===== src/design/traceback_pkg.sv =====
`default_nettype none

package traceback_pkg;

	localparam int SEQ_MAX_LEN = 8;      // longest query or target
	localparam int CHUNK_LEN = 4;        // elements per sequence beat
	localparam int SEQ_BEATS = SEQ_MAX_LEN / CHUNK_LEN;
	localparam int BLOCK_LEN = 4;        // side of one direction block
	localparam int POS_WIDTH = 3;
	localparam int SLOT_WIDTH = $clog2(BLOCK_LEN);
	localparam int BEAT_CNT_WIDTH = $clog2(2 * SEQ_BEATS + 1);

	typedef logic [POS_WIDTH-1:0] pos_t;          // row or column index
	typedef logic signed [POS_WIDTH:0] col_t;     // column start, may go below 0
	typedef logic [SLOT_WIDTH-1:0] slot_t;        // row or column inside a block
	typedef logic [2:0] elem_t;

	localparam elem_t GAP = 3'd4;

	// direction cell layout is {h_src[1:0], i_ext, d_ext}
	typedef logic [3:0] dir_t;
	localparam int DIR_I_EXT = 1;
	localparam int DIR_D_EXT = 0;
	localparam logic [1:0] H_STOP = 2'd0;
	localparam logic [1:0] H_DIAG = 2'd1;
	localparam logic [1:0] H_FROM_I = 2'd2;
	localparam logic [1:0] H_FROM_D = 2'd3;

	typedef logic [CHUNK_LEN*$bits(elem_t)-1:0] chunk_t;  // element 0 in the low bits
	typedef logic [BLOCK_LEN*$bits(dir_t)-1:0] row_t;     // cell 0 in the low bits

	typedef enum logic [2:0] {M, I, I_OPEN, D, D_OPEN, STOP} trace_e;

endpackage

`default_nettype wire


===== src/design/sequence_store.sv =====
`timescale 1ns/100ps
`default_nettype none

module sequence_store (
	input  logic                  clk,
	input  logic                  tb_valid,
	input  logic                  seq_valid,
	input  traceback_pkg::chunk_t seq_in,
	input  traceback_pkg::pos_t   max_position_x,
	input  traceback_pkg::pos_t   max_position_y,
	input  traceback_pkg::pos_t   query_idx,
	input  traceback_pkg::pos_t   target_idx,
	output logic                  seq_ready,
	output logic                  loaded,
	output traceback_pkg::pos_t   start_x,
	output traceback_pkg::pos_t   start_y,
	output traceback_pkg::elem_t  query_elem,
	output traceback_pkg::elem_t  target_elem
);

	traceback_pkg::elem_t query_mem [traceback_pkg::SEQ_MAX_LEN];
	traceback_pkg::elem_t target_mem [traceback_pkg::SEQ_MAX_LEN];
	logic [traceback_pkg::BEAT_CNT_WIDTH-1:0] beat_cnt;  // query beats first, then target
	logic beat_take;
	logic to_target;
	traceback_pkg::pos_t beat_base;

	assign beat_take = seq_valid & seq_ready;
	assign to_target = beat_cnt >= traceback_pkg::SEQ_BEATS;
	assign beat_base = traceback_pkg::pos_t'((beat_cnt % traceback_pkg::SEQ_BEATS)
		* traceback_pkg::CHUNK_LEN);

	always_ff @(posedge clk or posedge tb_valid) begin
		if (tb_valid) begin
			beat_cnt <= '0;
			seq_ready <= 1'b0;
			loaded <= 1'b0;
		end else begin
			if (beat_take)
				beat_cnt <= beat_cnt + 1'b1;
			// stays low after the last target beat until the next reset
			seq_ready <= beat_take ? (beat_cnt < 2 * traceback_pkg::SEQ_BEATS - 1)
				: (beat_cnt < 2 * traceback_pkg::SEQ_BEATS);
			if (beat_take && beat_cnt == 2 * traceback_pkg::SEQ_BEATS - 1)
				loaded <= 1'b1;
		end
	end

	always_ff @(posedge clk) begin
		if (beat_take) begin
			for (int k = 0; k < traceback_pkg::CHUNK_LEN; k++) begin
				if (to_target)
					target_mem[beat_base + k] <= seq_in[k*$bits(traceback_pkg::elem_t) +: 3];
				else
					query_mem[beat_base + k] <= seq_in[k*$bits(traceback_pkg::elem_t) +: 3];
			end
			if (beat_cnt == '0) begin  // start cell rides with the first beat
				start_x <= max_position_x;
				start_y <= max_position_y;
			end
		end
	end

	assign query_elem = query_mem[query_idx];
	assign target_elem = target_mem[target_idx];

endmodule

`default_nettype wire


===== src/design/block_fetch.sv =====
`timescale 1ns/100ps
`default_nettype none

module block_fetch (
	input  logic                 clk,
	input  logic                 tb_valid,
	input  logic                 fetch_start,
	input  traceback_pkg::pos_t  corner_x,
	input  traceback_pkg::pos_t  corner_y,
	input  traceback_pkg::pos_t  pos_x,
	input  traceback_pkg::pos_t  pos_y,
	input  logic                 row_req_ready,
	input  logic                 row_valid,
	input  traceback_pkg::row_t  row_data,
	output logic                 row_req_valid,
	output traceback_pkg::pos_t  row_num,
	output traceback_pkg::col_t  col_start,
	output logic                 block_ready,
	output logic                 cell_hit,
	output traceback_pkg::dir_t  cell_dir
);

	traceback_pkg::row_t blk [traceback_pkg::BLOCK_LEN];  // slot 0 holds row corner_x
	traceback_pkg::pos_t corner_x_q;
	traceback_pkg::pos_t corner_y_q;
	traceback_pkg::pos_t dx;
	traceback_pkg::pos_t dy;
	traceback_pkg::slot_t req_cnt;   // rows requested so far
	traceback_pkg::slot_t rsp_cnt;   // rows returned so far
	traceback_pkg::slot_t row_sel;
	traceback_pkg::slot_t col_sel;
	logic req_take;

	assign req_take = row_req_valid & row_req_ready;
	assign row_num = corner_x_q - traceback_pkg::pos_t'(req_cnt);  // descending rows
	assign col_start = traceback_pkg::col_t'({1'b0, corner_y_q})
		- traceback_pkg::col_t'(traceback_pkg::BLOCK_LEN - 1);

	always_ff @(posedge clk or posedge tb_valid) begin
		if (tb_valid) begin
			row_req_valid <= 1'b0;
			req_cnt <= '0;
			rsp_cnt <= '0;
			block_ready <= 1'b0;
			corner_x_q <= '0;
			corner_y_q <= '0;
		end else begin
			block_ready <= row_valid
				&& rsp_cnt == traceback_pkg::slot_t'(traceback_pkg::BLOCK_LEN - 1);
			if (fetch_start) begin
				corner_x_q <= corner_x;
				corner_y_q <= corner_y;
				row_req_valid <= 1'b1;
				req_cnt <= '0;
				rsp_cnt <= '0;
			end else begin
				// each side keeps its own count as requests and responses overlap
				if (req_take) begin
					req_cnt <= req_cnt + 1'b1;
					if (req_cnt == traceback_pkg::slot_t'(traceback_pkg::BLOCK_LEN - 1))
						row_req_valid <= 1'b0;
				end
				if (row_valid)
					rsp_cnt <= rsp_cnt + 1'b1;
			end
		end
	end

	always_ff @(posedge clk) begin
		if (row_valid)
			blk[rsp_cnt] <= row_data;
	end

	// distance back from the corner picks the slot
	assign dx = corner_x_q - pos_x;
	assign dy = corner_y_q - pos_y;
	assign cell_hit = pos_x <= corner_x_q && pos_y <= corner_y_q
		&& dx < traceback_pkg::BLOCK_LEN && dy < traceback_pkg::BLOCK_LEN;
	assign row_sel = dx[traceback_pkg::SLOT_WIDTH-1:0];
	assign col_sel = traceback_pkg::slot_t'(traceback_pkg::BLOCK_LEN - 1)
		- dy[traceback_pkg::SLOT_WIDTH-1:0];  // row data starts at corner_y - 3
	assign cell_dir = blk[row_sel][col_sel*$bits(traceback_pkg::dir_t) +: 4];

endmodule

`default_nettype wire


===== src/design/trace_walker.sv =====
`timescale 1ns/100ps
`default_nettype none

module trace_walker (
	input  logic                  clk,
	input  logic                  tb_valid,
	input  logic                  loaded,
	input  traceback_pkg::pos_t   start_x,
	input  traceback_pkg::pos_t   start_y,
	input  traceback_pkg::elem_t  query_elem,
	input  traceback_pkg::elem_t  target_elem,
	input  logic                  block_ready,
	input  logic                  cell_hit,
	input  traceback_pkg::dir_t   cell_dir,
	input  logic                  out_ready,
	output traceback_pkg::pos_t   query_idx,
	output traceback_pkg::pos_t   target_idx,
	output logic                  fetch_start,
	output traceback_pkg::pos_t   corner_x,
	output traceback_pkg::pos_t   corner_y,
	output traceback_pkg::pos_t   pos_x,
	output traceback_pkg::pos_t   pos_y,
	output logic                  out_valid,
	output traceback_pkg::elem_t  query_out,
	output traceback_pkg::elem_t  target_out,
	output logic                  done
);

	typedef enum logic [1:0] {wait_load, fetch, walk, finish} state_e;

	state_e state;
	traceback_pkg::trace_e prev_sym;
	traceback_pkg::trace_e next_sym;
	logic step_en;
	logic at_edge;  // coordinate about to step is already 0

	assign query_idx = pos_x;
	assign target_idx = pos_y;
	assign step_en = state == walk && cell_hit && (!out_valid || out_ready);

	always_comb begin
		next_sym = traceback_pkg::STOP;
		case (prev_sym)
			traceback_pkg::I: next_sym = cell_dir[traceback_pkg::DIR_I_EXT]
				? traceback_pkg::I : traceback_pkg::I_OPEN;
			traceback_pkg::D: next_sym = cell_dir[traceback_pkg::DIR_D_EXT]
				? traceback_pkg::D : traceback_pkg::D_OPEN;
			default: begin  // in H
				case (cell_dir[3:2])
					traceback_pkg::H_STOP: next_sym = traceback_pkg::STOP;
					traceback_pkg::H_DIAG: next_sym = traceback_pkg::M;
					traceback_pkg::H_FROM_I: next_sym = traceback_pkg::I;
					traceback_pkg::H_FROM_D: next_sym = traceback_pkg::D;
				endcase
			end
		endcase
	end

	always_comb begin
		case (next_sym)
			traceback_pkg::M: at_edge = pos_x == '0 || pos_y == '0;
			traceback_pkg::I, traceback_pkg::I_OPEN: at_edge = pos_y == '0;
			traceback_pkg::D, traceback_pkg::D_OPEN: at_edge = pos_x == '0;
			default: at_edge = 1'b0;
		endcase
	end

	always_ff @(posedge clk or posedge tb_valid) begin
		if (tb_valid) begin
			state <= wait_load;
			prev_sym <= traceback_pkg::M;
			fetch_start <= 1'b0;
			corner_x <= '0;
			corner_y <= '0;
			pos_x <= '0;
			pos_y <= '0;
			out_valid <= 1'b0;
			done <= 1'b0;
		end else begin
			fetch_start <= 1'b0;
			if (out_valid && out_ready)
				out_valid <= 1'b0;
			case (state)
				wait_load: begin
					if (loaded) begin
						pos_x <= start_x;
						pos_y <= start_y;
						corner_x <= start_x;
						corner_y <= start_y;
						prev_sym <= traceback_pkg::M;
						fetch_start <= 1'b1;
						state <= fetch;
					end
				end
				fetch: begin
					if (block_ready)
						state <= walk;
				end
				walk: begin
					if (!cell_hit) begin
						// current cell becomes the corner of the next block
						corner_x <= pos_x;
						corner_y <= pos_y;
						fetch_start <= 1'b1;
						state <= fetch;
					end else if (step_en) begin
						prev_sym <= next_sym;
						case (next_sym)
							traceback_pkg::M: begin
								pos_x <= pos_x - 1'b1;
								pos_y <= pos_y - 1'b1;
							end
							traceback_pkg::I, traceback_pkg::I_OPEN: pos_y <= pos_y - 1'b1;
							traceback_pkg::D, traceback_pkg::D_OPEN: pos_x <= pos_x - 1'b1;
							default: done <= 1'b1;  // stop emits nothing
						endcase
						if (next_sym == traceback_pkg::STOP)
							state <= finish;
						else begin
							out_valid <= 1'b1;
							if (at_edge)
								state <= finish;
						end
					end
				end
				finish: begin
					if (!out_valid || out_ready)
						done <= 1'b1;  // last pair has left
				end
			endcase
		end
	end

	always_ff @(posedge clk) begin
		if (step_en) begin
			query_out <= next_sym inside {traceback_pkg::M, traceback_pkg::D, traceback_pkg::D_OPEN}
				? query_elem : traceback_pkg::GAP;
			target_out <= next_sym inside {traceback_pkg::M, traceback_pkg::I, traceback_pkg::I_OPEN}
				? target_elem : traceback_pkg::GAP;
		end
	end

endmodule

`default_nettype wire


===== src/design/traceback_top.sv =====
`timescale 1ns/100ps
`default_nettype none

module traceback_top (
	input  logic                  clk,
	input  logic                  tb_valid,
	input  logic                  seq_valid,
	input  traceback_pkg::chunk_t seq_in,
	input  traceback_pkg::pos_t   max_position_x,
	input  traceback_pkg::pos_t   max_position_y,
	input  logic                  row_req_ready,
	input  logic                  row_valid,
	input  traceback_pkg::row_t   row_data,
	input  logic                  out_ready,
	output logic                  seq_ready,
	output logic                  row_req_valid,
	output traceback_pkg::pos_t   row_num,
	output traceback_pkg::col_t   col_start,
	output logic                  out_valid,
	output traceback_pkg::elem_t  query_out,
	output traceback_pkg::elem_t  target_out,
	output logic                  done
);

	logic loaded;
	logic fetch_start;
	logic block_ready;
	logic cell_hit;
	traceback_pkg::pos_t start_x;
	traceback_pkg::pos_t start_y;
	traceback_pkg::pos_t query_idx;
	traceback_pkg::pos_t target_idx;
	traceback_pkg::pos_t corner_x;
	traceback_pkg::pos_t corner_y;
	traceback_pkg::pos_t pos_x;
	traceback_pkg::pos_t pos_y;
	traceback_pkg::elem_t query_elem;
	traceback_pkg::elem_t target_elem;
	traceback_pkg::dir_t cell_dir;

	sequence_store u_seq (
		.clk(clk), .tb_valid(tb_valid), .seq_valid(seq_valid), .seq_in(seq_in),
		.max_position_x(max_position_x), .max_position_y(max_position_y),
		.query_idx(query_idx), .target_idx(target_idx), .seq_ready(seq_ready),
		.loaded(loaded), .start_x(start_x), .start_y(start_y),
		.query_elem(query_elem), .target_elem(target_elem)
	);

	block_fetch u_fetch (
		.clk(clk), .tb_valid(tb_valid), .fetch_start(fetch_start),
		.corner_x(corner_x), .corner_y(corner_y), .pos_x(pos_x), .pos_y(pos_y),
		.row_req_ready(row_req_ready), .row_valid(row_valid), .row_data(row_data),
		.row_req_valid(row_req_valid), .row_num(row_num), .col_start(col_start),
		.block_ready(block_ready), .cell_hit(cell_hit), .cell_dir(cell_dir)
	);

	trace_walker u_walk (
		.clk(clk), .tb_valid(tb_valid), .loaded(loaded), .start_x(start_x),
		.start_y(start_y), .query_elem(query_elem), .target_elem(target_elem),
		.block_ready(block_ready), .cell_hit(cell_hit), .cell_dir(cell_dir),
		.out_ready(out_ready), .query_idx(query_idx), .target_idx(target_idx),
		.fetch_start(fetch_start), .corner_x(corner_x), .corner_y(corner_y),
		.pos_x(pos_x), .pos_y(pos_y), .out_valid(out_valid), .query_out(query_out),
		.target_out(target_out), .done(done)
	);

endmodule

`default_nettype wire


===== config.mk =====
export PLATFORM = sky130hd
export DESIGN_NAME = traceback_top
export DESIGN_NICKNAME = d
export VERILOG_FILES = /design/src/design/traceback_pkg.sv /design/src/design/sequence_store.sv /design/src/design/block_fetch.sv /design/src/design/trace_walker.sv /design/src/design/traceback_top.sv
export SDC_FILE = /design/constraint.sdc
export NUM_CORES = 1
export LEC_CHECK = 0
export BUFFER_PORTS_ARGS = -buffer_cell sky130_fd_sc_hd__buf_2
export CAP_MARGIN = 20
export CORE_ASPECT_RATIO = 0.9
export CORE_UTILIZATION = 60
export CTS_CLUSTER_DIAMETER = 200
export DETAILED_ROUTE_END_ITERATION = 8
export PLACE_DENSITY_LB_ADDON = 0.08
export SETUP_SLACK_MARGIN = 0.4
export SLEW_MARGIN = 20
export SYNTH_ARGS = -nofsm -noshare
export SYNTH_HDL_FRONTEND = slang
export SYNTH_SLANG_ARGS = --single-unit

===== constraint.sdc =====
create_clock -name clk -period 3.7 [get_ports clk]
set_clock_uncertainty 0.05 [all_clocks]
set_input_delay 0.37 -clock clk [delete_from_list [all_inputs] [get_ports clk]]
set_output_delay 0.37 -clock clk [all_outputs]
set_load 0.05 [all_outputs]

==> run metrics <==
Clk Latency, worst-skew pair=~420 ps; Post-synth EDFFs=between 100 and 150; GRT Total Usage=24.9%; Adder-Cell Fraction of Synth Area=around 5.3%; Longest Clk Path Bufs=2; First-pass DRT Iterations=4; Die ar.=12100 um2; area occupied by multi-input gates=2240 um2; crit path time final=3270 ps; WP data required=4000 ps; area delta synth->final=17.4%; Mapped Area=7010 um2; Initial Utilization=61.5%; CP arrival=around 3600 ps; CTS tree=done; hold_buf cts=0; Yosys cell types=47; grt total ovfl=0; Worst slew margin=24.7%; Hold Crit Class=in2async; register bit total from synthesis=161; RSZ-0062 raised after global routing=true; largest net degree at the start of global routing=38; Placer Congestion=0.850; Worst-Margin Slew=1130 ps; sequential area share after synthesis=between 60% and 70%; post-synthesis mux area share=a little over an eighth; top_reg_cell synth=edfxtp_1; critical path peak fanout=5; top post-synthesis cells by area=edfxtp_1 53%, dfrtp_1 13%, mux4_2 5.5%; Syn Inst Count=around 440; worst r2r src=u_fetch.corner_x_q[0]$_DFFE_PP0P_; Synth Area in XOR/XNOR=0.875%; Fin Setup TNS=0 ps; share of cells above drive strength 1=between 20% and 30%; first-pass GRT wire length=approximately 21000 um; most numerous cell in the Yosys netlist=edfxtp_1; Achievable Freq=0.306 GHz; I/O Buffers=between 50 and 60; worst reg2reg path endpoint=u_walk.pos_y[2]$_DFFE_PP0P_; Sink Count=161; reg2reg path depth=12; net count after synthesis=a little over 500; ys async rst share=23.0%; DRC errors left=0; max FFs per register=64; FF+latch area=around 4600 um2; antenna viol nets, final=0; routed wire length=13600 um; critical path type=reg2reg; clk root buf=clkbuf_16; slowest stage cell, crit path=fa_2; ANT cells=0; vias post-DR=between 3000 and 4000; number of global-route vias before repair=3981; initial DRC count=between 200 and 300; flop2flop setup slack=approximately 430 ps; Worst setup EP type=register; wire length per cell=19.8 um; initial antenna violation count=0; HPWL after DPL=about 9300 um; total CTS buffers=17; outcome=completed; post-synthesis compound-gate area fraction=under 10%; clock transition at the registers of the reported paths=60 ps; H-tree Lvls=4; largest family of logic cells by synthesized area=multiplexers; Synth warnings=0; final worst-path cycle share=88.4%; Ports=between 50 and 60; fill count=756; Largest regs=u_fetch.blk: 64 flops, u_seq.query_mem: 24 flops, u_seq.target_mem: 24 flops; simple-gate portion of the synthesized area=about 6.0%; core area=between 10000 and 15000 um2; slowest cell delay on critical path=580 ps; crit-path cells=inv_2 > ha_4 > inv_2 > fa_2 > clkbuf_16 > mux4_2 > mux2i_4 > xnor2_1 > nor3_1 > a311o_2 > a211o_1 > nand3_1; Slew Viols, Final=0; Die X=between 100 and 150 um; Post-Syn Area per Cell=16.0 um2; area leader, netlist=edfxtp_1; # nets final=586; top-area cell type share of the netlist area=53.1%; final hold vios=0; most common library cells after synthesis=124 x edfxtp_1, 37 x dfrtp_1, 30 x nand2_1; Site Rows=37; vias per cell=around 5.8; Max Cap Viol=0; Die Span Y=approximately 100 um; CP Launch Type=register; # setup viols final=0; Biggest register=u_fetch.blk; Most common cell on crit path=inv_2
cells in the final DEF, fill, tap and decap left out, types with 4 or more instances in the layout:
cell type | synthesis | routed
dfrtp_1 | 37 | 37
ha_1 | 25 | 24
nor2_1 | 17 | 16
a21oi_1 | 21 | 21
nand2b_1 | 5 | 5
a22o_1 | 4 | 4
nor2b_1 | 7 | 7
a211oi_1 | 5 | 4
nand3_1 | 7 | 7
xnor2_1 | 4 | 4
mux2i_4 | 0 | 4
mux2i_1 | 15 | 11
o21ai_0 | 12 | 12
mux2_2 | 5 | 5
mux4_2 | 17 | 23
buf_2 | 5 | 56
inv_1 | 26 | 24
clkinv_4 | 0 | 4
nand2_1 | 30 | 30
edfxtp_1 | 124 | 124
clkbuf_16 | 0 | 18
mux4_1 | 12 | 6
buf_4 | 0 | 19
nor3_1 | 7 | 7
o22ai_1 | 5 | 5
and2_1 | 4 | 4
logic make-up after synthesis:
kind of cell               Yosys count
and+or+nand+nor                     87
DFF                                161
muxes                               52
AOI/OAI and AO/OA                   61
buffers and inverters               41
adders and majority gates           28
xor gates and xnor gates             7
worst max-delay path: cells and delay by family (launching register included):
| family | cells | cell delay (ps) |
|---|---|---|
| adder cells (fa/ha/maj) | 2 | 720 |
| multiplexers | 2 | 760 |
| buffers and inverters | 3 | 290 |
| AO/OA/AOI/OAI | 2 | 720 |
| flip-flops | 1 | 370 |
| XOR/XNOR | 1 | 150 |
| AND/OR/NAND/NOR | 2 | 140 |
routing by layer:
metal	wire, um	global-route usage, %	vias to the layer above	part of all wire (%)
met2	6350	35.8	129	47
met1	6470	37.5	2017	48
li1	-	-	1832	-
met5	0	0	-	0
met4	142	7.05	0	1.0
met3	642	7.02	17	4.7
per-stage QoR:
step	area, um2	std cells	hold slack (ps)	utilization, %	worst slack [ps]
6_report	8230	687	18.0	72.3	431
5_1_grt	8230	687	56.2	72.3	320
4_1_cts	8180	684	29.3	71.8	412
3_5_place_dp	7510	648	445	66.0	216
3_3_place_gp	7510	648	405	66.0	308
2_1_floorplan	7010	437	401	-	417
worst max path at each step:
stage                                            startpoint                     endpoint  cells after the start
after global placement    u_fetch.corner_x_q[0]$_DFFE_PP0P_  u_walk.state[1]$_DFFE_PP0P_                     12
after global routing      u_fetch.corner_x_q[0]$_DFFE_PP0P_  u_walk.pos_y[2]$_DFFE_PP0P_                     12
after CTS                 u_fetch.corner_x_q[0]$_DFFE_PP0P_  u_walk.pos_y[2]$_DFFE_PP0P_                     11
after floorplan           u_fetch.corner_y_q[0]$_DFFE_PP0P_  u_walk.pos_y[2]$_DFFE_PP0P_                     12
after detailed placement  u_fetch.corner_x_q[0]$_DFFE_PP0P_  u_walk.state[1]$_DFFE_PP0P_                     12
final                     u_fetch.corner_x_q[0]$_DFFE_PP0P_  u_walk.pos_y[2]$_DFFE_PP0P_                     12
area by class of cell:
cell class	instances	area share [%]
Sequential cell	161	56.5
Multi-Input combinational cell	235	27.3
Timing Repair Buffer	77	5.63
Clock buffer	21	5.47
Tap cell	156	2.37
Clock inverter	11	1.58
Inverter	26	1.19
timing repair:
action | in CTS | in global routing
pin swaps | 1 | 1
resized for setup | 11 | 13
endpoints found under the hold margin | 0 | 0
setup buffers | 4 | 2
gates cloned | 0 | 1
setup endpoints to repair | 12 | 9
Power is not shown: default switching activity piles up to over one toggle a cycle in this logic, so the estimate is an artifact.
